[src/hdl/hub_pkg.sv]
package hub_pkg;

  typedef logic [19:0] paddr_t;
  typedef logic [31:0] word_t;
  typedef logic [3:0]  tag_t;
  typedef logic [2:0]  dev_id_t;
  typedef logic [1:0]  dst_t;
  typedef logic [15:0] dev_ofs_t;
  typedef logic [7:0]  core_id_t;
  typedef logic [7:0]  did_t;

  localparam int NUM_DEV   = 4;
  localparam int MEM_WORDS = 256;
  localparam int MEM_IDX_W = $clog2(MEM_WORDS);

  localparam paddr_t DRAM_BASE = 20'h80000;

  localparam dev_id_t CFG_DEV   = 3'd1;
  localparam dev_id_t CLINT_DEV = 3'd2;
  localparam dev_id_t CACHE_DEV = 3'd3;

  // Device slots on the router and arbiter ports
  localparam dst_t DST_MEM   = 2'd0;
  localparam dst_t DST_CFG   = 2'd1;
  localparam dst_t DST_CLINT = 2'd2;
  localparam dst_t DST_LOOP  = 2'd3;

  localparam dev_ofs_t CFG_FREEZE_OFS  = 16'h0000;
  localparam dev_ofs_t CFG_CORE_ID_OFS = 16'h0004;
  localparam dev_ofs_t CFG_DID_OFS     = 16'h0008;

  localparam dev_ofs_t CLINT_MSIP_OFS     = 16'h0000;
  localparam dev_ofs_t CLINT_MTIMECMP_OFS = 16'h4000;
  localparam dev_ofs_t CLINT_MTIME_OFS    = 16'hbff8;

  // Split of an address below DRAM_BASE
  typedef struct packed {
    logic     dram;
    dev_id_t  dev;
    dev_ofs_t ofs;
  } local_addr_t;

  typedef struct packed {
    logic   wr;
    paddr_t addr;
    tag_t   tag;
    word_t  data;
  } mem_fwd_t;

  typedef struct packed {
    logic   wr;
    paddr_t addr;
    tag_t   tag;
    word_t  data;
  } mem_rev_t;

  typedef struct packed {
    logic     freeze;
    core_id_t core_id;
  } cfg_bus_t;

endpackage

[src/hdl/hub_fwd_router.sv]
`timescale 1ns/10ps

module hub_fwd_router (
  input  logic                                         clk_i
  , input  logic                                       rst_n_i
  , input  hub_pkg::mem_fwd_t                          mem_fwd_i
  , input  logic                                       mem_fwd_v_i
  , output logic                                       mem_fwd_ready_o
  , output hub_pkg::mem_fwd_t [hub_pkg::NUM_DEV-1:0]   dev_fwd_o
  , output logic [hub_pkg::NUM_DEV-1:0]                dev_fwd_v_o
  , input  logic [hub_pkg::NUM_DEV-1:0]                dev_fwd_ready_i
);

  hub_pkg::local_addr_t local_addr;
  hub_pkg::dst_t        dst;
  logic                 is_local;
  logic                 is_mem;
  logic                 is_cfg;
  logic                 is_clint;

  assign local_addr = mem_fwd_i.addr;
  assign is_local   = (mem_fwd_i.addr < hub_pkg::DRAM_BASE);
  assign is_mem     = ~is_local | (local_addr.dev == hub_pkg::CACHE_DEV);
  assign is_cfg     = local_addr.dev == hub_pkg::CFG_DEV;
  assign is_clint   = local_addr.dev == hub_pkg::CLINT_DEV;

  // Decode in priority order, memory wins
  always_comb begin
    if (is_mem) begin
      dst = hub_pkg::DST_MEM;
    end else if (is_cfg) begin
      dst = hub_pkg::DST_CFG;
    end else if (is_clint) begin
      dst = hub_pkg::DST_CLINT;
    end else begin
      dst = hub_pkg::DST_LOOP;
    end
  end

  always_comb begin
    for (int i = 0; i < hub_pkg::NUM_DEV; i++) begin
      dev_fwd_o[i]   = mem_fwd_i;
      dev_fwd_v_o[i] = mem_fwd_v_i & (dst == hub_pkg::dst_t'(i));
    end
  end

  assign mem_fwd_ready_o = dev_fwd_ready_i[dst];

  // A valid request reaches exactly one device
  assert property (@(posedge clk_i) disable iff (!rst_n_i)
    $onehot0(dev_fwd_v_o) && ((|dev_fwd_v_o) == mem_fwd_v_i));

endmodule

[config.mk]
export PLATFORM = sky130hd
export DESIGN_NAME = hub_fwd_router
export DESIGN_NICKNAME = d
export VERILOG_FILES = /design/src/hdl/hub_pkg.sv /design/src/hdl/hub_fwd_router.sv
export SDC_FILE = /design/constraint.sdc
export NUM_CORES = 1
export LEC_CHECK = 0
export BUFFER_PORTS_ARGS = -buffer_cell sky130_fd_sc_hd__buf_2
export CAP_MARGIN = 30
export CORE_AREA = 2 2 116 118
export DETAILED_ROUTE_END_ITERATION = 16
export DIE_AREA = 0 0 118 120
export MAX_ROUTING_LAYER = met4
export PLACE_DENSITY = 0.55
export SETUP_SLACK_MARGIN = 0.15
export SYNTH_ARGS = -nofsm -noshare
export SYNTH_HDL_FRONTEND = slang
export SYNTH_SLANG_ARGS = --single-unit
[constraint.sdc]
create_clock -name vclk -period 1.4
set_input_delay 0.28 -clock vclk [all_inputs]
set_output_delay 0.28 -clock vclk [all_outputs]
set_load 0.02 [all_outputs]
==> results of run 1 <==
==> power by group <==
group,leakage (nW),switching (mW),total (mW),internal (mW)
clock,0,0,0,0
combinational,0.220,0.0827,0.155,0.0725
sequential,0,0,0,0
==> how the worst max path moves through the flow <==
stage / slack (ns) / endpoint / cells past startpoint
6_report: 0.03 / mem_fwd_ready_o / 5
5_1_grt: -0.01 / mem_fwd_ready_o / 5
2_1_floorplan: 0.21 / dev_fwd_v_o[2] / 2
4_1_cts: 0.01 / mem_fwd_ready_o / 5
3_3_place_gp: -0.03 / mem_fwd_ready_o / 5
3_5_place_dp: -0.05 / mem_fwd_ready_o / 5
==> kinds of logic after synthesis <==
family | count (synthesis)
simple gates | 9
compound gates | 4
buf+inv | 229
==> critical path, cell delays in order <==
cell	delay, ns
sky130_fd_sc_hd__buf_8	0.10
sky130_fd_sc_hd__nand3b_1	0.14
sky130_fd_sc_hd__a211o_1	0.30
sky130_fd_sc_hd__o311ai_2	0.07
sky130_fd_sc_hd__buf_4	0.19
==> metal layers <==
| layer | track usage (%) | share of wire, % |
|---|---|---|
| met1 | 0.8028 | 7.9 |
| met2 | 6.940 | 52 |
| met3 | 3.517 | 27 |
| met4 | 4.744 | 14 |
| met5 | - | 0 |
==> layout by cell type (no fill, tap or decap), types with 2 or more instances in the layout <==
cell	count
sky130_fd_sc_hd__buf_2	22
sky130_fd_sc_hd__buf_4	10
sky130_fd_sc_hd__nor2_1	3
sky130_fd_sc_hd__nand3b_1	2
==> what timing repair did <==
item	in CTS	in global routing
setup endpoints to repair	3	4
pin swaps	1	2
buffers inserted	0	1
gates cloned	0	1
gates resized for setup	8	10
==> cell type report <==
| cell class | count | share of cell area [%] |
|---|---|---|
| repair buffers | 36 | 42.01 |
| inverters | 1 | 0.6148 |
| well taps | 176 | 36.07 |
| multi-input cells | 13 | 21.31 |
==> results.md, run 1 <==
- The flow ran to the end, and the final reports show no timing, DRC or antenna violations.
- The repair_antennas step left the layout with diodes totalling 0.
- The HPWL after detailed placement is 2.636 mm.
- The first global-routing pass estimated 3.677 mm of wire.
- After filler insertion, the fill cell instance count of the layout stands at 1539.
- The actual slew at the worst max-slew pin is 0.2286 ns.
- Counting every net in the synthesized netlist gives 306.
- The total global routing overflow is 0.
- The row count is 42.
- The beginning of the critical path is mem_fwd_i[53].
- The sequential cell area fraction in the yosys report is 0%.
- The via count of the first global-routing pass is 430.
- The routed length per placed instance is 13.59 um.
- The initial antenna violation count was 0.
- Entering global routing, the biggest net connects 10 pins.
- The clock buffer count is 0.
- In this run the tool buffered the top-level ports with 30 buffer cells.
- The number of placed instances with taps included is 224.
- The number of primary I/O pins is 297.
- The floorplan step defined a die boundary enclosing 14160 um^2.
- The core region is 12980 um^2.
- After detailed placement, the total cell area comes to 521.8 um^2.
- Of the total synthesized cell area, the portion taken by full adders, half adders and majority gates is 0%.
- Final hold analysis gives a worst-case slack of 0.5600 ns.
- The sum of negative setup slack is 0 ns.
- Wires add up to 3.072 mm.
- The maximum ir drop on the vdd rail is 25.25 uV.
- The post-route minimum period is 1.373 ns.
- Cells with a size suffix above 1 make up 84.00% of the layout.
- The detailed-route DRC error count is 0.
- The routed layout has 437 vias.
- The total chip power is 155.2 uW.
- There are 0 flip-flops and latches.
- The count of final hold-check violations is 0.
- The y dimension of the die is 120 um.
- For this design the ratio of total power to cell area is 254.2 nW/um^2.
- Summing all multi-input logic gate instances after layout gives 130.1 um^2.
- The critical path start-end classification is input pin to output pin.
- The share of synthesized area in the top cell type comes to 94.41%.
- At the end of the flow, the number of nets in the layout was 116.
- At the end of the flow the core is filled with cells to 4.704%.
- Timing would allow up to 728.4 MHz.
- The number of design-rule violations left by the first detailed-router iteration is 3.
- The maximum fanout along the worst path is 5.
- The final critical path takes up 98.06% of the cycle.
- The routability-driven placement congestion ratio is 0.7022.
- Max-cap violations in this run came to 0.
- For this configuration, the core starts out at a cell density of 13.97%.
- The number of detailed-route iterations in the first pass is 2.
- The startpoint of the tightest hold check path is mem_fwd_i[13].
- Setup repair after global routing could not meet its margin everywhere.
- The worst setup path is captured at an output pin.
- Setup violations remaining at the end of the flow were counted as 0.
- The class of the tightest hold or removal check is input pin to output pin.
- The post-synthesis xor/xnor area fraction is 0%.
- For the worst setup path, the data arrival time is 1.09 ns.
- The static leakage is 0.2203 nW.
- The commonest cells after synthesis are sky130_fd_sc_hd__buf_4, sky130_fd_sc_hd__nor2_1, sky130_fd_sc_hd__nand3b_1, sky130_fd_sc_hd__nor4b_1.
- A synthesized cell averages 7.492 um^2.
- Data on the critical path is required at its endpoint by 1.12 ns.
- The path with the worst hold slack has its endpoint at dev_fwd_o[127].
- Dividing the detail-routed via count by the number of cells gives 1.934.
- The most common cell in the netlist is sky130_fd_sc_hd__buf_4.
- The relative slew slack is 84.73%.
- The final cell area excluding filler cells is 610.6 um^2.
- The cell count after synthesis is 242.
- The main combinational cell family by area after synthesis is buffers and inverters.
- In the global route stage, overall resource usage came out at 3.681%.
- Before CTS, the worst setup slack after placement is -0.05328 ns.
- The non-filler instance count after layout is 226.
- Across all setup checks in the final design, the least slack found is 0.02715 ns.
- The number of cells on the worst hold path is 0.
- The share of the synthesized area in compound gates (AO/OA/AOI/OAI) is 1.656%.
- The Yosys warning count is 0.
- The number of different library cells used by synthesis comes to 11.
- The detail route stage leaves a number of antenna-violating nets equal to 0.
- The sequential cell area is 0 um^2.
- The fraction of the mapped netlist area in simple logic gates is 3.727%.
- The count of pins over their slew limit is 0.
- The synthesized design spends more area on one cell type than any other, namely sky130_fd_sc_hd__buf_4.
- Yosys attributes the largest share of cell area to sky130_fd_sc_hd__buf_4, sky130_fd_sc_hd__nor4b_1, sky130_fd_sc_hd__nand3b_1.
- The startpoint type of the worst setup path is an input pin.
- From left edge to right edge, the die measures 118 um.
- The cell area after synthesis is 1813 um^2.
- Hold repair after CTS inserted 0 buffers.
- The synthesis-to-finish area growth is -66.32%.
- The mux contribution to synthesized area is 0%.
No activity file was read; power rests on OpenSTA's default activity.
==> inputs of run 2 (changes only) <==
--- a/config.mk
+++ b/config.mk
@@ -7,11 +7,13 @@
 export LEC_CHECK = 0
 export BUFFER_PORTS_ARGS = -buffer_cell sky130_fd_sc_hd__buf_2
 export CAP_MARGIN = 30
-export CORE_AREA = 2 2 116 118
+export CELL_PAD_IN_SITES_DETAIL_PLACEMENT = 0
+export CELL_PAD_IN_SITES_GLOBAL_PLACEMENT = 2
+export CORE_UTILIZATION = 13
 export DETAILED_ROUTE_END_ITERATION = 16
-export DIE_AREA = 0 0 118 120
 export MAX_ROUTING_LAYER = met4
-export PLACE_DENSITY = 0.55
+export PLACE_DENSITY = 0.95
+export RECOVER_POWER = 100
 export SETUP_SLACK_MARGIN = 0.15
 export SYNTH_ARGS = -nofsm -noshare
 export SYNTH_HDL_FRONTEND = slang
==> results.md, run 2 (synthesized netlist as in run 1, its figures left out) <==
- The total global routing overflow is 0.
- The total die area is 14420 um^2.
- The data arrival at the endpoint of the critical path is 1.13 ns.
- The non-filler instance count after layout is 229.
- The design draws 166.2 uW.
- The clock network accounts for 0% of the total power.
- Once detailed placement completed, the half-perimeter wirelength came to 2.093 mm.
- 297 I/O pins were placed.
- Sequential cells account for 0% of the total power.
- The count of pins over their slew limit is 0.
- From synthesis to final layout, the design area changed by -65.15%.
- The number of design-rule violations left by the first detailed-router iteration is 5.
- The die is 120.1 um tall.
- In the global route stage, overall resource usage came out at 3.014%.
- The tightest min-delay check is of the input pin to output pin type.
- For the finished layout, the period the worst path requires is 1.412 ns.
- The count of final hold-check violations was 0.
- The initial antenna violation count is 0.
- After detailed routing, the number of vias per cell comes to 1.969.
- The final layout contains 119 nets.
- The final cell area excluding filler cells is 631.9 um^2.
- The actual slew at the worst max-slew pin is 0.2878 ns.
- The total number of vias is 451.
- The maximum fanout along the worst path is 6.
- The most common cell after layout, fill and taps aside is sky130_fd_sc_hd__clkbuf_1.
- The critical path start-end classification is input pin to output pin.
- Summed over all cells, the static leakage comes to 0.1981 nW.
- The endpoint required time on the critical path is 1.12 ns.
- On the final layout, the worst hold slack is 0.5600 ns.
- Of the cells placed in the final design, the portion with a size suffix greater than 1 is 56.60%.
- Power spread over the standard cell area amounts to 263.1 nW/um^2.
- Setup repair after global routing could not meet its margin everywhere.
- The post-route core utilization is 4.715%.
- The placed instances occupy a cell area of 544.3 um^2.
- The maximum ir drop on the vdd rail is 39.82 uV.
- The sequential cell area is 0 um^2.
- The core area is 13400 um^2.
- The startpoint of the tightest hold check path is mem_fwd_i[46].
- The number of detailed-route iterations in the first pass is 2.
- The flow ran to the end, but the final reports show violations.
- Entering global routing, the biggest net connects 8 pins.
- The type of destination of the critical path is an output pin.
- The maximum operating frequency is 708.2 MHz.
- In this run the horizontal extent of the chip is 120.1 um.
- The worst setup path is launched from an input pin.
- The number of placed instances with taps included is 227.
- The tool flagged a number of max-cap violations equal to 0.
- The initial utilization of the core area, before any placement, comes to 13.53%.
- The sum of negative setup slack is -0.01194 ns.
- The beginning of the critical path is mem_fwd_i[52].
- Clock buffers in the final layout number 0.
- In the routed design, unresolved DRC markers number 0.
- The first global-routing pass estimated 3.167 mm of wire.
- Per report_power, the combinational group accounts for 100.0% of the total.
- The relative slew slack is 80.77%.
- The post-placement setup slack is -0.08967 ns.
- The post-route clock period utilization is 100.9%.
- In the layout the commonest cells are sky130_fd_sc_hd__clkbuf_1, sky130_fd_sc_hd__buf_4, sky130_fd_sc_hd__buf_2.
- The count of buffers added on input and output ports is 30.
- The internal power of the cells totals 75.01 uW.
- The total setup violations reported at the end of the flow is 1.
- The number of antenna diodes in the final layout is 0.
- The switching power is 91.23 uW.
- The final reports fail on negative setup slack.
- The number of nets with antenna violations after detailed routing is 0.
- The routed length per placed instance is 11.38 um.
- The row count is 42.
- In the post-route analysis, the smallest setup slack over all paths is -0.01194 ns.
- The total routed wirelength is 2.606 mm.
- Routability-driven placement finished with a final weighted congestion of 0.6618.
- The proportion of total power due to net switching is 54.88%.
- The via count of the first global-routing pass came to 472.
- The design has 0 sequential cells.
run 2: cell types whose count changed in the layout (fill, tap and decap cells not counted):
cell,before,now
sky130_fd_sc_hd__buf_8,1,2
sky130_fd_sc_hd__nor2_1,3,2
sky130_fd_sc_hd__buf_6,1,3
sky130_fd_sc_hd__o311ai_4,0,1
sky130_fd_sc_hd__buf_4,10,11
sky130_fd_sc_hd__nor4b_4,1,2
sky130_fd_sc_hd__clkbuf_1,0,16
sky130_fd_sc_hd__buf_2,22,6
sky130_fd_sc_hd__clkbuf_16,1,0
sky130_fd_sc_hd__nor4b_2,1,0
sky130_fd_sc_hd__nor2_2,0,1
sky130_fd_sc_hd__o311ai_2,1,0
run 2: routing by layer:
metal / wire length, um / track usage (%)
met5: 0 / -
met3: 668 / 1.996
met4: 599 / 6.875
met2: 974 / 4.239
met1: 363 / 1.233
run 2: final timing paths:
path	to	slack, ns	cells past startpoint
setup / recovery	mem_fwd_ready_o	-0.01	5
hold / removal	dev_fwd_o[46]	0.56	0
run 2: cell type report:
class,instances,area [um^2]
fill,1594,12770
inverter,1,3.754
tap,176,220.2
timing repair buffer,39,256.5
multi-input combinational,13,151.4
run 2: power by group through the flow:
stage	clock [mW]	sequential (mW)	combinational, mW
2_1_floorplan	0	0	0.981
3_5_place_dp	0	0	0.138
6_report	0	0	0.166
5_1_grt	0	0	0.178
4_1_cts	0	0	0.169
3_3_place_gp	0	0	0.137
run 2: timing repair:
action | 4_1_cts | 5_1_grt
pin swaps | 4 | 3
setup endpoints to repair | 4 | 4
hold buffers | 0 | 0
buffers inserted | 2 | 0
resized for setup | 19 | 4
run 2: critical path: stages:
cell and delay [ns]:
sky130_fd_sc_hd__buf_8 0.10, sky130_fd_sc_hd__nand3b_1 0.14, sky130_fd_sc_hd__a211o_1 0.33, sky130_fd_sc_hd__o311ai_4 0.11
sky130_fd_sc_hd__buf_6 0.17
==> inputs of run 3 (changes only) <==
--- a/config.mk
+++ b/config.mk
@@ -5,6 +5,7 @@
 export SDC_FILE = /design/constraint.sdc
 export NUM_CORES = 1
 export LEC_CHECK = 0
+export ABC_AREA = 1
 export BUFFER_PORTS_ARGS = -buffer_cell sky130_fd_sc_hd__buf_2
 export CAP_MARGIN = 30
 export CELL_PAD_IN_SITES_DETAIL_PLACEMENT = 0
==> results.md, run 3 <==
- The count of final hold-check violations is 0.
- In this run the core area contains 43 standard-cell rows.
- The initial antenna violation count was 0.
- The first global-routing pass estimated 3.263 mm of wire.
- The synthesized netlist occupies a cell area of 1852 um^2.
- The layout has 1672 filler cells.
- The layout has 0 clock buffers.
- Cells with a size suffix above 1 make up 42.62% of the layout.
- The number of input and output port buffers inserted is 30.
- The startpoint identified for the worst hold timing path is mem_fwd_i[16].
- In this run the tightest slew margin relative to its limit is 83.25%.
- A synthesized cell averages 7.234 um^2.
- The share of total power dissipated in sequential elements is 0%.
- The clock power share is 0%.
- The switching power is 106.5 uW.
- The number of nets with antenna violations after detailed routing is 0.
- Along the worst path, the maximum fanout reaches 4.
- Combinational cells account for 100.0% of the total power.
- After synthesis, the netlist uses 10 different library cells.
- The die covers 14730 um^2.
- The startpoint type of the worst setup path is an input pin.
- For this design, the CTS-stage hold fixing added 0 buffers.
- The number of antenna diodes is 0.
- After synthesis, the largest area contributor takes up 92.43% of total cell area.
- The actual slew at the worst max-slew pin is 0.2523 ns.
- The routed length per placed instance is 10.98 um.
- After synthesis, flip-flops and latches occupy 0% of the total area.
- The worst hold slack after final layout is 0.5600 ns.
- The total global routing overflow is 0.
- The run finished with clean final reports.
- Pin placement for this block handled 297 I/O pins.
- The static leakage is 0.1848 nW.
- After detailed routing, the number of remaining DRC violations is 0.
- The total global routing track utilization is 3.048%.
- The via count of the first global-routing pass is 477.
- Leaving out fill and tap cells, the most frequent cells in the layout are sky130_fd_sc_hd__clkbuf_1, sky130_fd_sc_hd__nand2_1, sky130_fd_sc_hd__buf_2.
- The max capacitance violation total is 0.
- The class of the tightest hold or removal check is input pin to output pin.
- The die width is 121.4 um.
- By area the synthesized netlist is led by sky130_fd_sc_hd__buf_4, sky130_fd_sc_hd__nand2_1, sky130_fd_sc_hd__nand3_2.
- Counting every instance in the synthesized netlist gives 256.
- The total routed wirelength is 2.645 mm.
- Setup violations remaining at the end of the flow were counted as 0.
- The first detailed-routing pass took 2 iterations.
- The type of destination of the critical path is an output pin.
- For hold timing, the worst endpoint is dev_fwd_o[130].
- For this run, the post-layout net count is 127.
- The count of pins over their slew limit is 0.
- Among all cell types in the netlist, the one instantiated most often is sky130_fd_sc_hd__buf_4.
- In the finished design the tool counted flip-flops and latches totalling 0.
- Of all cell types, the one taking the most synthesized area is sky130_fd_sc_hd__buf_4.
- After synthesis, the most frequently instantiated cells are sky130_fd_sc_hd__buf_4, sky130_fd_sc_hd__nand2_1, sky130_fd_sc_hd__inv_1.
- The number of nets handed over by synthesis was 320.
- Using the TritonRoute via totals, the vias-per-cell ratio works out to 1.988.
- In the final layout, flip-flops and latches occupy 0 um^2.
- The Yosys warning count is 0.
- The worst-case IR drop observed on VDD is 32.64 uV.
- The y dimension of the die is 121.4 um.
- For this design the ratio of total power to cell area is 275.7 nW/um^2.
- The wire-length estimate of the detail-placed layout is 2.150 mm.
- The worst hold path passes through 0 cells.
- Setup total negative slack on the finished layout was measured at 0 ns.
- The most common cell after layout, fill and taps aside is sky130_fd_sc_hd__clkbuf_1.
- The post-route clock period utilization is 88.64%.
- The internal power of the cells totals 58.79 uW.
- The critical path start-end classification is input pin to output pin.
- For the worst setup path, the data required time is 1.12 ns.
- The largest net degree at the start of global routing is 8.
- The core area is 13880 um^2.
- The proportion of total power due to net switching is 64.42%.
- Detailed routing inserted a total of 479 vias.
- The area growth from synthesis to layout is -67.64%.
- For this configuration, the core starts out at a cell density of 13.34%.
- The data arrival at the endpoint of the critical path is 0.96 ns.
- Subtracting the final worst setup slack from the clock period gives 1.241 ns.
- In this run, the number of DRC markers left after iteration 0 of detailed routing was 1.
- Routability-driven placement finished with a final weighted congestion of 0.5728.
- The maximum operating frequency is 805.8 MHz.
- Setup repair after global routing left no endpoint under its margin.
run 3: worst max-delay path by stage:
stage	start	endpoint	slack, ns	cells past startpoint
after detailed placement	mem_fwd_i[55]	dev_fwd_v_o[1]	0.05	7
after global routing	mem_fwd_i[52]	dev_fwd_v_o[3]	0.11	5
after CTS	mem_fwd_i[52]	dev_fwd_v_o[2]	0.14	5
final	mem_fwd_i[54]	dev_fwd_v_o[2]	0.16	7
after global placement	mem_fwd_i[55]	dev_fwd_v_o[1]	0.04	7
after floorplan	mem_fwd_i[55]	dev_fwd_v_o[1]	0.20	5
run 3: through the flow:
stage | util (%) | std cells | power [mW] | setup slack, ns | area, um^2
floorplan | - | 256 | 0.9961 | 0.1976 | 1852
global placement | 3.876 | 241 | 0.1416 | 0.04374 | 538.0
detailed placement | 3.876 | 241 | 0.1420 | 0.04804 | 538.0
CTS | 4.300 | 241 | 0.1638 | 0.1440 | 596.8
global route | 4.318 | 241 | 0.1798 | 0.1057 | 599.3
finish | 4.318 | 241 | 0.1652 | 0.1591 | 599.3
run 3: cell type report:
| class | count | area (um^2) | area share, % |
|---|---|---|---|
| well taps | 180 | 225.2 | 37.58 |
| repair buffers | 33 | 173.9 | 29.02 |
| multi-input cells | 23 | 168.9 | 28.18 |
| inverters | 5 | 31.28 | 5.219 |
run 3: cell families (layout without fill, tap and decap cells):
kind of cell / after synthesis / after routing / synth area share, %
buffers and inverters: 233 / 38 / 93.45
and+or+nand+nor: 22 / 22 / 6.284
AOI/OAI and AO/OA: 1 / 1 / 0.2700
run 3: timing repair:
| item | in CTS | in global routing |
|---|---|---|
| pin swaps | 6 | 5 |
| endpoints found under the setup margin | 4 | 3 |
| setup buffers | 0 | 0 |
| gates cloned | 0 | 0 |
| gates resized for setup | 15 | 9 |
run 3: power groups by stage:
| stage | sequential, mW | clock, mW | combinational (mW) |
|---|---|---|---|
| after global placement | 0 | 0 | 0.142 |
| after floorplan | 0 | 0 | 0.996 |
| after global routing | 0 | 0 | 0.180 |
| after detailed placement | 0 | 0 | 0.142 |
| after CTS | 0 | 0 | 0.164 |
| final | 0 | 0 | 0.165 |
run 3: critical path, cell delays in order:
cell and delay, ns:
sky130_fd_sc_hd__buf_6 0.11, sky130_fd_sc_hd__inv_8 0.07, sky130_fd_sc_hd__nand2_8 0.06, sky130_fd_sc_hd__nand2_8 0.07, sky130_fd_sc_hd__inv_2 0.04, sky130_fd_sc_hd__nor3_2 0.14
sky130_fd_sc_hd__clkbuf_2 0.20
run 3: routing by layer:
| metal | up-vias | part of all wire, % | track usage, % |
|---|---|---|---|
| met5 | - | 0 | - |
| met4 | 0 | 22 | 7.022 |
| met3 | 85 | 30 | 3.571 |
| met2 | 109 | 36 | 3.658 |
| met1 | 131 | 12 | 0.7919 |
| li1 | 154 | - | - |
