### config.mk
export PLATFORM = sky130hd
export DESIGN_NAME = hub_rev_arbiter
export DESIGN_NICKNAME = d
export VERILOG_FILES = /design/src/hdl/hub_pkg.sv /design/src/hdl/hub_rev_arbiter.sv
export SDC_FILE = /design/constraint.sdc
export NUM_CORES = 1
export LEC_CHECK = 0
export ABC_AREA = 1
export BUFFER_PORTS_ARGS = -buffer_cell sky130_fd_sc_hd__clkbuf_2
export CAP_MARGIN = 20
export CORE_AREA = 2 2 116 118
export DETAILED_ROUTE_END_ITERATION = 10
export DIE_AREA = 0 0 118 120
export HOLD_SLACK_MARGIN = 0.15
export PLACE_DENSITY = 0.56
export SYNTH_ARGS = -nofsm -noshare
export SYNTH_HDL_FRONTEND = slang
export SYNTH_SLANG_ARGS = --single-unit
### constraint.sdc
create_clock -name clk_i -period 2.6 [get_ports clk_i]
set_clock_uncertainty 0.1 [all_clocks]
set_input_delay 0.52 -clock clk_i [delete_from_list [all_inputs] [get_ports clk_i]]
set_output_delay 0.52 -clock clk_i [all_outputs]
set_load 0.01 [all_outputs]
### src/hdl/hub_pkg.sv
package hub_pkg;

  typedef logic [19:0] paddr_t;
  typedef logic [31:0] word_t;
  typedef logic [3:0]  tag_t;
  typedef logic [2:0]  dev_id_t;
  typedef logic [1:0]  dst_t;
  typedef logic [15:0] dev_ofs_t;
  typedef logic [7:0]  core_id_t;
  typedef logic [7:0]  did_t;

  localparam int NUM_DEV   = 4;
  localparam int MEM_WORDS = 256;
  localparam int MEM_IDX_W = $clog2(MEM_WORDS);

  localparam paddr_t DRAM_BASE = 20'h80000;

  localparam dev_id_t CFG_DEV   = 3'd1;
  localparam dev_id_t CLINT_DEV = 3'd2;
  localparam dev_id_t CACHE_DEV = 3'd3;

  // Device slots on the router and arbiter ports
  localparam dst_t DST_MEM   = 2'd0;
  localparam dst_t DST_CFG   = 2'd1;
  localparam dst_t DST_CLINT = 2'd2;
  localparam dst_t DST_LOOP  = 2'd3;

  localparam dev_ofs_t CFG_FREEZE_OFS  = 16'h0000;
  localparam dev_ofs_t CFG_CORE_ID_OFS = 16'h0004;
  localparam dev_ofs_t CFG_DID_OFS     = 16'h0008;

  localparam dev_ofs_t CLINT_MSIP_OFS     = 16'h0000;
  localparam dev_ofs_t CLINT_MTIMECMP_OFS = 16'h4000;
  localparam dev_ofs_t CLINT_MTIME_OFS    = 16'hbff8;

  // Split of an address below DRAM_BASE
  typedef struct packed {
    logic     dram;
    dev_id_t  dev;
    dev_ofs_t ofs;
  } local_addr_t;

  typedef struct packed {
    logic   wr;
    paddr_t addr;
    tag_t   tag;
    word_t  data;
  } mem_fwd_t;

  typedef struct packed {
    logic   wr;
    paddr_t addr;
    tag_t   tag;
    word_t  data;
  } mem_rev_t;

  typedef struct packed {
    logic     freeze;
    core_id_t core_id;
  } cfg_bus_t;

endpackage

### src/hdl/hub_rev_arbiter.sv
`timescale 1ns/10ps

module hub_rev_arbiter (
  input  logic                                         clk_i
  , input  logic                                       rst_n_i
  , input  hub_pkg::mem_rev_t [hub_pkg::NUM_DEV-1:0]   dev_rev_i
  , input  logic [hub_pkg::NUM_DEV-1:0]                dev_rev_v_i
  , output logic [hub_pkg::NUM_DEV-1:0]                dev_rev_ready_o
  , output hub_pkg::mem_rev_t                          mem_rev_o
  , output logic                                       mem_rev_v_o
  , input  logic                                       mem_rev_ready_i
);

  hub_pkg::dst_t              ptr_q;
  hub_pkg::dst_t              hold_sel_q;
  hub_pkg::dst_t              rr_sel;
  hub_pkg::dst_t              sel;
  logic [hub_pkg::NUM_DEV-1:0] grant;
  logic                       hold_q;
  logic                       rr_found;

  // Search starts one past the last winner
  always_comb begin
    hub_pkg::dst_t idx;
    rr_sel   = ptr_q;
    rr_found = 1'b0;
    for (int i = 1; i <= hub_pkg::NUM_DEV; i++) begin
      idx = ptr_q + hub_pkg::dst_t'(i);
      if (!rr_found && dev_rev_v_i[idx]) begin
        rr_sel   = idx;
        rr_found = 1'b1;
      end
    end
  end

  assign sel             = hold_q ? hold_sel_q : rr_sel;
  assign mem_rev_v_o     = dev_rev_v_i[sel];
  assign mem_rev_o       = dev_rev_i[sel];
  assign grant           = mem_rev_v_o ? (hub_pkg::NUM_DEV'(1) << sel) : '0;
  assign dev_rev_ready_o = grant & {hub_pkg::NUM_DEV{mem_rev_ready_i}};

  always_ff @(posedge clk_i) begin
    if (!rst_n_i) begin
      ptr_q      <= hub_pkg::dst_t'(hub_pkg::NUM_DEV - 1);
      hold_q     <= 1'b0;
      hold_sel_q <= '0;
    end else begin
      hold_q     <= mem_rev_v_o & ~mem_rev_ready_i;
      hold_sel_q <= sel;
      if (mem_rev_v_o && mem_rev_ready_i) begin
        ptr_q <= sel;
      end
    end
  end

  assert property (@(posedge clk_i) disable iff (!rst_n_i)
    mem_rev_v_o |-> $onehot(grant) && ((grant & dev_rev_v_i) == grant));

endmodule

==> results by group, run 1 <==
Finish
  – Fin area: a little under 5000 um^2
  – Commonest non-fill, non-tap cell in the layout: clkbuf_2
  – Number of antenna diodes: 0
  – Layout cells sized above 1: 59.46%
  – Nets@finish: ~1,000
  – Area added between synthesis and finish: 143.9%
  – Final non-filler cell total: ~900
  – Fin util: 37.47%
  – Most frequent cells in the layout: clkbuf_2, nand2_1, nand4_1, buf_2, nand2_2

STA
  – Tmin final: slightly below 3 ns
  – Crit share post-route: 112.9%
  – Final WS setup: -0.3358 ns
  – Final Hold Violating Endpoints: 0
  – Worst slew pin tran: around 0.30 ns
  – Slew HR: about four fifths
  – RSZ-0062 raised after global routing: yes
  – Final setup fails: 62
  – Pins Over Slew Limit: 0
  – F_max: 340.6 MHz

GRT
  – First-pass GRT wire length: 17,560 um
  – GRT overflow: 0
  – Initial antenna violation count: 0
  – Largest net degree at the start of global routing: 41
  – GR Util All Layers: ~15%
  – Number of global-route vias before repair: approximately 3,600

Worst setup path
  – R2R Path End: ptr_q[0]
  – Cell mode on critical path: nand2_4
  – Slowest stage delay, CP: just under 0.4 ns
  – Setup CP Type: flip-flop to output pin
  – R2R cell count: 17
  – Worst-path fanout max: 7
  – Reg2reg setup slack: approximately 0.42 ns
  – Critical path's slowest cell: dfxtp_4
  – Crit path cell chain: buf_6 -> nand2_4 -> nand2_4 -> nand2_4 -> nand2_4 -> nand2_4 -> nand2_4 -> nand2_4 -> nand3_4 -> nand2_8 -> buf_12 -> nor2_4 -> buf_12 -> clkbuf_16 -> nand2_2 -> nand4_1 -> buf_2
  – CP Capture Type: output pin
  – Critical R2R Launch: ptr_q[0]
  – Critical Path RT: about 2.0 ns
  – Startpoint Class: flip-flop
  – CP arrival: between 2 and 2.5 ns

Status
  – Status: finished, violations left
  – Violated checks: setup timing

Yosys
  – Mapped Area: ~2000 um^2
  – Gate Count Post-Synth: approximately 410
  – Register bit total from synthesis: 5
  – Synth Area per Inst: approximately 4.9 um^2
  – Unique cell type count in the Yosys netlist: 21
  – Syn Nets: 644
  – Yosys warnings: 0
  – Sequential area share after synthesis: 5.019%

Route
  – Initial DRC Count: 220
  – Via density: ~4.5
  – Antenna viol nets, final: 0
  – Total wire length: between 10,000 and 15,000 um
  – Max layer used: met4
  – Avg WL per Cell: between 15 and 20 um
  – Vias: just over 4,000
  – Drt pass-1 iters: 4
  – WL met2: 7324 um
  – Routed wl met3: approximately 1100 um
  – DRC: 0
  – Met1 wire length: approximately 5700 um

Clocking
  – # hold bufs at CTS: 0
  – Bufs on Longest Clock Path: 2
  – CTS tree: yes
  – Clk sinks: 5
  – Worst-path clk slew: around 0.030 ns
  – CTS root buffer: clkbuf_16
  – Number of CTS-inserted buffers: 3
  – Clock insertion delay at the later pin of the skew report: approximately 0.23 ns
  – Total number of H-tree levels: 1

Placed design
  – Placed cell area: ~3700 um^2
  – Post-placement cell count: 879
  – Final Wtd Congestion: 0.8433
  – Final HPWL DP: between 8000 and 9000 um
  – Port Buf Inserts: about 300

Floorplanning
  – Initial Utilization: between 10% and 20%
  – Core ar.: around 13,000 um^2
  – FP Rows: 42
  – Die area: between 10,000 and 15,000 um^2
  – Die height: approximately 120 um
  – IO Pins: 297
  – Die X: 118 um

Pwr
  – Sequential power share: 1.4%
  – Clock power frac: between 2 and 2.5%
  – Switch share: around half
  – Pwr Density: roughly 2200 nW/um^2
  – P_leak: ~2.7 nW
  – P_sw: 5.522 mW
  – Internal power: about 5.2 mW
  – Comb pwr share: 96.2%
  – VDD IR-drop max: about 810 uV

Hold path
  – Hold Crit Start: rst_n_i
  – Hold depth: 2
  – Hold Path Class: input pin to flip-flop
  – WHS Endpoint: ptr_q[1]

Flow run
  – Max Cap Viol: 0
==> worst max-delay path: cells and delay by family (launching register included) <==
family                 cells  cell delay, ns
DFF                        1            0.39
buffers and inverters      5            0.76
and+or+nand+nor           12            0.91
==> per-layer routing <==
metal / vias up / GRT usage [%]
li1: 2023 / -
met1: 1847 / 17.93
met2: 240 / 29.69
met3: 28 / 1.806
met4: 0 / 3.313
met5: - / 0
==> worst max path at each step <==
stage,end,slack [ns],start,cells after the start
floorplan,mem_rev_o[46],0.15,dev_rev_v_i[0],14
global placement,mem_rev_o[10],-0.20,dev_rev_v_i[0],15
detailed placement,mem_rev_o[45],-0.24,dev_rev_v_i[1],15
CTS,mem_rev_o[10],-0.26,ptr_q[0],17
global route,mem_rev_o[47],-0.42,ptr_q[0],16
finish,mem_rev_o[45],-0.34,ptr_q[0],17
==> cell type report <==
cell class | instances | area [um^2]
clock buffers | 4 | 78.83
fillers | 1436 | 8117
inverters | 11 | 61.31
multi-input cells | 368 | 1932
flip-flops and latches | 5 | 107.6
well taps | 176 | 220.2
repair buffers | 357 | 2464
==> cells in the mapped netlist <==
cell type	number	area (um^2)
buf_2	6	30.03
inv_4	2	12.51
inv_1	7	26.28
nand2_8	1	20.02
inv_2	1	3.750
buf_6	12	135.1
nand2_1	266	998.5
nor2_4	4	45.04
nand2_2	2	12.51
nor2_1	6	22.52
nand2_4	1	11.26
clkbuf_1	2	7.510
nand3_4	1	17.52
nand4_1	58	362.9
or2_2	1	6.260
dfxtp_1	5	100.1
a21oi_1	4	20.02
clkinv_2	1	5.000
nor3_1	1	5.000
nand3_1	23	115.1
buf_4	5	37.54
==> timing repair <==
| action | 4_1_cts | 5_1_grt |
|---|---|---|
| gates resized for setup | 30 | 129 |
| gates cloned | 5 | 19 |
| setup buffers | 7 | 7 |
| pin swaps | 11 | 49 |
| setup endpoints to repair | 62 | 62 |
==> flip-flops by register name, indices dropped and copies added, names as in the netlist <==
register    flops
hold_q          1
hold_sel_q      2
ptr_q           2
==> logic make-up after synthesis <==
| logic type | Yosys count | share of synthesized area (%) |
|---|---|---|
| AOI/OAI and AO/OA | 4 | 1.004 |
| buffers and inverters | 36 | 12.92 |
| and+or+nand+nor | 364 | 81.05 |
| DFF | 5 | 5.019 |
==> through the flow <==
step                      total power, mW  hold WS (ns)  setup TNS [ns]  setup slack, ns
final                               10.72        0.4165          -17.69          -0.3358
after global routing                11.44        0.4254          -23.87          -0.4219
after CTS                           8.246        0.4188          -13.81          -0.2603
after detailed placement            6.848        0.4422          -11.61          -0.2406
after global placement              6.877        0.4261          -9.752          -0.2024
after floorplan                     4.366        0.4192               0           0.1536
==> power by group through the flow <==
stage	registers, mW	logic [mW]	clock network, mW
floorplan	0.124	4.24	0
global placement	0.133	6.74	0
detailed placement	0.133	6.71	0
CTS	0.139	7.85	0.258
global route	0.156	11.0	0.266
finish	0.150	10.3	0.253
(Power assumes the default switching activity.)
==> run 2: changes to the inputs <==
--- a/config.mk
+++ b/config.mk
@@ -6,7 +6,8 @@
 export NUM_CORES = 1
 export LEC_CHECK = 0
 export ABC_AREA = 1
-export BUFFER_PORTS_ARGS = -buffer_cell sky130_fd_sc_hd__clkbuf_2
+export ABC_CLOCK_PERIOD_IN_PS = 2600
+export BUFFER_PORTS_ARGS = -buffer_cell sky130_fd_sc_hd__buf_2
 export CAP_MARGIN = 20
 export CORE_AREA = 2 2 116 118
 export DETAILED_ROUTE_END_ITERATION = 10
==> run 2 against run 1 <==
The flow still finishes with violations (setup timing). Fmax up 2.6%. Critical endpoint is now mem_rev_o[43]. Hold slack better by 0.0031 ns. Largest power group unchanged. Design area decreased by 6.0%. Global-route usage down 1.2 points. Utilization is 2.2 points lower. First-iteration DRC count shrank 15%. Sequential power shrank 3%. Non-clock buffer count decreased by 8. Largest cell class unchanged. Total power decreased by 13%. Sequential share of layout area increased by 0.14 points. Critical path depth is 1 lower. Die area stayed put. Critical path type unchanged.
==> results by group, run 2 (synthesized netlist as in run 1, its figures left out) <==
Floorplanning
  – Die X: 118 um (unchanged)
  – Initial Utilization: 15.37% (unchanged)
  – Core ar.: 12,980 um^2 (unchanged)
  – Die area: 14,160 um^2 (unchanged)
  – Die height: 120 um (unchanged)
  – FP Rows: 42 (unchanged)
  – IO Pins: 297 (unchanged)

Route
  – Vias: 4,019 (-2.9%)
  – Avg WL per Cell: 14.12 um (-10%)
  – Drt pass-1 iters: 4 (unchanged)
  – Via density: 4.402 (-2.0%)
  – Antenna viol nets, final: 0 (unchanged)
  – Initial DRC Count: 186 (-15%)
  – Total wire length: 12,890 um (-11%)
  – DRC: 0 (unchanged)

Clocking
  – # hold bufs at CTS: 0 (unchanged)
  – Number of CTS-inserted buffers: 3 (unchanged)
  – Total number of H-tree levels: 1 (unchanged)
  – Clock insertion delay at the later pin of the skew report: 0.23 ns (about the same)
  – Worst-path clk slew: 0.03 ns (about the same)
  – Bufs on Longest Clock Path: 2 (unchanged)
  – CTS root buffer: clkbuf_16
  – CTS tree: yes
  – Clk sinks: 5 (unchanged)

Hold path
  – Hold depth: 2 (unchanged)
  – Hold Path Class: input pin to flip-flop
  – Hold Crit Start: rst_n_i
  – WHS Endpoint: ptr_q[1]

Status
  – Violated checks: setup timing
  – Status: finished, violations left

Pwr
  – VDD IR-drop max: 627.2 uV (-22%)
  – P_leak: 2.483 nW (-7.3%)
  – Pwr Density: 2051 nW/um^2 (-7.0%)

Worst setup path
  – CP Capture Type: output pin
  – R2R cell count: 17 (unchanged)
  – Setup CP Type: flip-flop to output pin
  – Cell class contributing the biggest share of worst-path delay: simple AND/OR/NAND/NOR gates
  – Critical Path RT: 1.98 ns (about the same)
  – Critical path's slowest cell: dfxtp_4
  – CP arrival: 2.24 ns (-0.08 ns)
  – R2R Path End: ptr_q[1]
  – Crit path cell chain: buf_8 -> nand2_2 -> nand2_2 -> nand2_2 -> nand2_2 -> inv_4 -> nand4_1 -> nand3_2 -> nand2_4 -> buf_6 -> nor2_4 -> buf_4 -> clkbuf_16 -> nand2_1 -> nand4_1 -> buf_2
  – Reg2reg setup slack: 0.48 ns (+0.06 ns)
  – Critical R2R Launch: ptr_q[0]
  – Worst-path fanout max: 9 (+2)
  – Slowest stage delay, CP: 0.36 ns (-0.03 ns)
  – Cell mode on critical path: nand2_2
  – Startpoint Class: flip-flop
  – Bufs and invs on worst path: 6 (+1)

GRT
  – Initial antenna violation count: 0 (unchanged)
  – First-pass GRT wire length: 16,370 um (-6.8%)
  – GRT overflow: 0 (unchanged)
  – Number of global-route vias before repair: 3,416 (-5.9%)
  – GR Util All Layers: 14.15% (-1.2 points)
  – Largest net degree at the start of global routing: 36 (-12%)

Finish
  – Layout cells sized above 1: 58.34% (-1.1 points)
  – Final non-filler cell total: 913 (-0.87%)
  – Nets@finish: 973 (-0.82%)
  – Fillers: 1,467 (+2.2%)
  – Top flop regs: hold_sel_q (2), ptr_q (2), hold_q (1)
  – Number of antenna diodes: 0 (unchanged)
  – Commonest non-fill, non-tap cell in the layout: buf_2
  – Fin util: 35.23% (-2.2 points)
  – Area added between synthesis and finish: 129.3%
  – Most frequent cells in the layout: buf_2, nand2_1, nand4_1, nand2_2, buf_4

Placed design
  – Final Wtd Congestion: 0.8656 (+2.6%)
  – Final HPWL DP: 8797 um (+0.26%)
  – Post-placement cell count: 882 (+0.34%)
  – Port Buf Inserts: 296 (unchanged)

STA
  – Final setup fails: 62 (unchanged)
  – Crit share post-route: 110.1% (-2.8 points)
  – Worst slew pin tran: 0.2884 ns (-0.007829 ns)
  – Slew HR: 80.73% (+0.52 points)
  – TNS Setup: -13.90 ns (+3.794 ns)
  – Final WS setup: -0.2618 ns (+0.07397 ns)
  – Final Hold Violating Endpoints: 0 (unchanged)
  – RSZ-0062 raised after global routing: yes
  – F_max: 349.4 MHz (+2.6%)
  – Final hold slack: 0.4197 ns (+0.003127 ns)
  – Pins Over Slew Limit: 0 (unchanged)
  – Tmin final: 2.862 ns (-0.07397 ns)

Flow run
  – Max Cap Viol: 0 (unchanged)
-- run 2: cell types whose count changed in the layout (fill, tap and decap cells not counted), moves of 4 or more --
cell       delta
buf_2       +249
clkbuf_16     -5
clkbuf_2    -249
nand2_1       +7
nand2_2       +4
nand2_4      -11
-- run 2: repair_timing --
action | 4_1_cts | 5_1_grt
endpoints found under the setup margin | 62 | 62
setup buffers | 3 | 11
gates resized for setup | 15 | 78
pin swaps | 5 | 33
cloned | 2 | 12
-- run 2: stage by stage --
stage / worst slack (ns) / total power, mW / instance area, um^2
3_5_place_dp: -0.1798 / 6.944 / 3781
6_report: -0.2618 / 9.378 / 4573
2_1_floorplan: 0.1536 / 4.366 / 1994
3_3_place_gp: -0.1673 / 6.988 / 3781
4_1_cts: -0.2856 / 7.743 / 3996
5_1_grt: -0.4016 / 10.14 / 4573
-- run 2: worst max path at each step --
stage,start,endpoint,depth (start not counted)
2_1_floorplan,dev_rev_v_i[0],mem_rev_o[46],14
3_3_place_gp,dev_rev_v_i[0],mem_rev_o[15],15
3_5_place_dp,dev_rev_v_i[0],mem_rev_o[25],16
4_1_cts,ptr_q[0],mem_rev_o[34],17
5_1_grt,ptr_q[0],mem_rev_o[40],17
6_report,ptr_q[0],mem_rev_o[43],16
-- run 2: layer usage --
| layer | GRT usage (%) | part of all wire (%) |
|---|---|---|
| met1 | 16.20 | 39 |
| met2 | 27.80 | 53 |
| met3 | 2.091 | 7.0 |
| met4 | 2.485 | 1.1 |
| met5 | 0 | 0 |
-- run 2: final cells by class --
class / count / area [um^2] / share of cell area (%)
repair buffers: 349 / 2240 / 48.97
inverters: 11 / 58.81 / 1.286
flip-flops and latches: 5 / 107.6 / 2.353
multi-input cells: 368 / 1868 / 40.85
clock buffers: 4 / 78.83 / 1.724
well taps: 176 / 220.2 / 4.815
-- run 2: power by group --
group	total, mW	switching, mW	internal, mW
registers	0.145	0.0319	0.113
logic	8.98	4.83	4.15
clock network	0.253	0.0495	0.203
==> run 3: changes to the inputs <==
==> constraint.sdc (replaced) <==
create_clock -name clk_i -period 2.6 [get_ports clk_i]
set_clock_uncertainty 0.1 [all_clocks]
set_input_delay 0.26 -clock clk_i [delete_from_list [all_inputs] [get_ports clk_i]]
set_output_delay 0.26 -clock clk_i [all_outputs]
set_load 0.01 [all_outputs]
==> run 3 against run 2 <==
The flow still finishes with violations (setup timing). First-iteration DRC count is 1.6% lower. Die area unchanged. Combinational power grew 7.5%. Largest power group unchanged.
==> results by group, run 3 (synthesized netlist as in run 1, its figures left out) <==
Status
  – Status: finished, violations left
  – Violated checks: setup timing

STA
  – Final Hold Violating Endpoints: 0 (unchanged)
  – Final hold slack: 0.1638 ns (-0.2559 ns)
  – Pins Over Slew Limit: 0 (unchanged)
  – Final WS setup: -0.04336 ns (+0.2185 ns)
  – Crit share post-route: 101.7% (-8.4 points)
  – Worst slew pin tran: 0.2983 ns (+0.009961 ns)
  – Tmin final: 2.643 ns (-0.2185 ns)
  – Final setup fails: 39 (-37%)
  – Slew HR: 80.06% (-0.67 points)
  – RSZ-0062 raised after global routing: yes
  – F_max: 378.3 MHz (+8.3%)

Floorplanning
  – Die area: 14,160 um^2 (unchanged)
  – FP Rows: 42 (unchanged)
  – Die height: 120 um (unchanged)
  – Initial Utilization: 15.37% (unchanged)
  – Die X: 118 um (unchanged)
  – Core ar.: 12,980 um^2 (unchanged)
  – IO Pins: 297 (unchanged)

Worst setup path
  – Cell class contributing the biggest share of worst-path delay: buffers and inverters
  – CP Capture Type: output pin
  – Critical Path RT: 2.24 ns (+0.26 ns)
  – WP depth: 18 (+2)
  – Setup CP Type: flip-flop to output pin
  – Slowest stage delay, CP: 0.36 ns (about the same)
  – Cell mode on critical path: nand2_4
  – Crit path cell chain: buf_8 -> nand2_4 -> nand2_4 -> nand2_4 -> nand2_4 -> clkinv_4 -> nand3_2 -> nand3_2 -> nand3_2 -> nand2_4 -> buf_12 -> inv_8 -> nor2_4 -> buf_12 -> clkbuf_16 -> nand2_2 -> nand4_1 -> buf_2
  – CP arrival: 2.28 ns (+0.04 ns)
  – R2R cell count: 16 (-1)
  – Critical path's slowest cell: dfxtp_4
  – Worst-path fanout max: 8 (-1)
  – Startpoint Class: flip-flop
  – Bufs and invs on worst path: 7 (+1)

Placed design
  – Final HPWL DP: 8613 um (-2.1%)
  – Post-placement cell count: 865 (-1.9%)
  – Dpl ws: 0.08861 ns (+0.2684 ns)
  – Final Wtd Congestion: 0.8513 (-1.7%)
  – Port Buf Inserts: 296 (unchanged)

GRT
  – Number of global-route vias before repair: 3,608 (+5.6%)
  – Largest net degree at the start of global routing: 58 (+61%)
  – GRT overflow: 0 (unchanged)
  – First-pass GRT wire length: 17,640 um (+7.7%)
  – Initial antenna violation count: 0 (unchanged)
  – GR Util All Layers: 15.34% (+1.2 points)

Finish
  – Area added between synthesis and finish: 134.3%
  – Number of antenna diodes: 0 (unchanged)
  – Layout cells sized above 1: 60.58% (+2.2 points)
  – Fin util: 36.00% (+0.77 points)
  – Final non-filler cell total: 899 (-1.5%)
  – Top flop regs: hold_sel_q (2), ptr_q (2), hold_q (1)
  – Most frequent cells in the layout: buf_2, nand2_1, nand4_1, nand2_2, nand2_4
  – Commonest non-fill, non-tap cell in the layout: buf_2
  – Nets@finish: 959 (-1.4%)

Pwr
  – VDD IR-drop max: 996.9 uV (+59%)
  – Total power: 10.05 mW (+7.2%)
  – P_leak: 2.501 nW (+0.71%)
  – Pwr Density: 2151 nW/um^2 (+4.9%)

Flow run
  – Max Cap Viol: 0 (unchanged)

Route
  – Drt pass-1 iters: 4 (unchanged)
  – Vias: 3,997 (-0.55%)
  – Via density: 4.446 (+1.0%)
  – DRC: 0 (unchanged)
  – Total wire length: 14,210 um (+10%)
  – Antenna viol nets, final: 0 (unchanged)
  – Avg WL per Cell: 15.81 um (+12%)
  – Initial DRC Count: 183 (-1.6%)

Clocking
  – Total number of H-tree levels: 1 (unchanged)
  – CTS tree: yes
  – Number of CTS-inserted buffers: 3 (unchanged)
  – Bufs on Longest Clock Path: 2 (unchanged)
  – # hold bufs at CTS: 0 (unchanged)
  – Worst-path clk slew: 0.03 ns (about the same)
  – CTS root buffer: clkbuf_16
  – Clk sinks: 5 (unchanged)
  – Clock insertion delay at the later pin of the skew report: 0.23 ns (about the same)

Hold path
  – Hold Path Class: input pin to flip-flop
  – Hold depth: 2 (unchanged)
run 3: report_power, final:
group | internal [mW] | leakage (nW) | switching [mW]
logic | 4.42 | 2.42 | 5.23
registers | 0.113 | 0.0415 | 0.0337
clock network | 0.203 | 0.0382 | 0.0481
total | 4.73 | 2.50 | 5.32
run 3: timing repair:
action | in CTS | in global routing
endpoints found under the setup margin | 57 | 61
cloned | 5 | 12
buffers inserted | 11 | 2
pin swaps | 9 | 35
resized for setup | 31 | 106
run 3: worst register-to-register path, delay by kind of cell, from the launching register on:
| family | cells | cell delay [ns] |
|---|---|---|
| buffers and inverters | 4 | 0.53 |
| and+or+nand+nor | 12 | 0.95 |
| DFF | 1 | 0.37 |
run 3: through the flow:
stage | TNS, ns | cell area (um^2)
after floorplan | 0 | 1994
final | -0.6649 | 4673
after CTS | -0.1391 | 4021
after global routing | -6.661 | 4673
after global placement | 0 | 3616
after detailed placement | 0 | 3616
run 3: final cells by class:
type	instances	area (um^2)
fill	1448	8307
clock buffer	4	78.83
multi-input combinational	368	1981
tap	176	220.2
inverter	11	63.81
timing repair buffer	335	2222
sequential	5	107.6
run 3: final timing paths:
path	startpoint	endpoint	slack (ns)
min	rst_n_i	ptr_q[0]	0.16
min reg2reg	ptr_q[0]	ptr_q[0]	0.41
max	ptr_q[0]	mem_rev_o[21]	-0.04
max reg2reg	ptr_q[0]	ptr_q[1]	0.56
run 3: per-layer routing:
metal / track usage (%) / vias up / wire length, um
li1: - / 1981 / -
met3: 2.044 / 20 / 860
met1: 18.95 / 1777 / 5702
met2: 28.85 / 219 / 7399
met4: 2.033 / 0 / 246
met5: 0 / - / 0
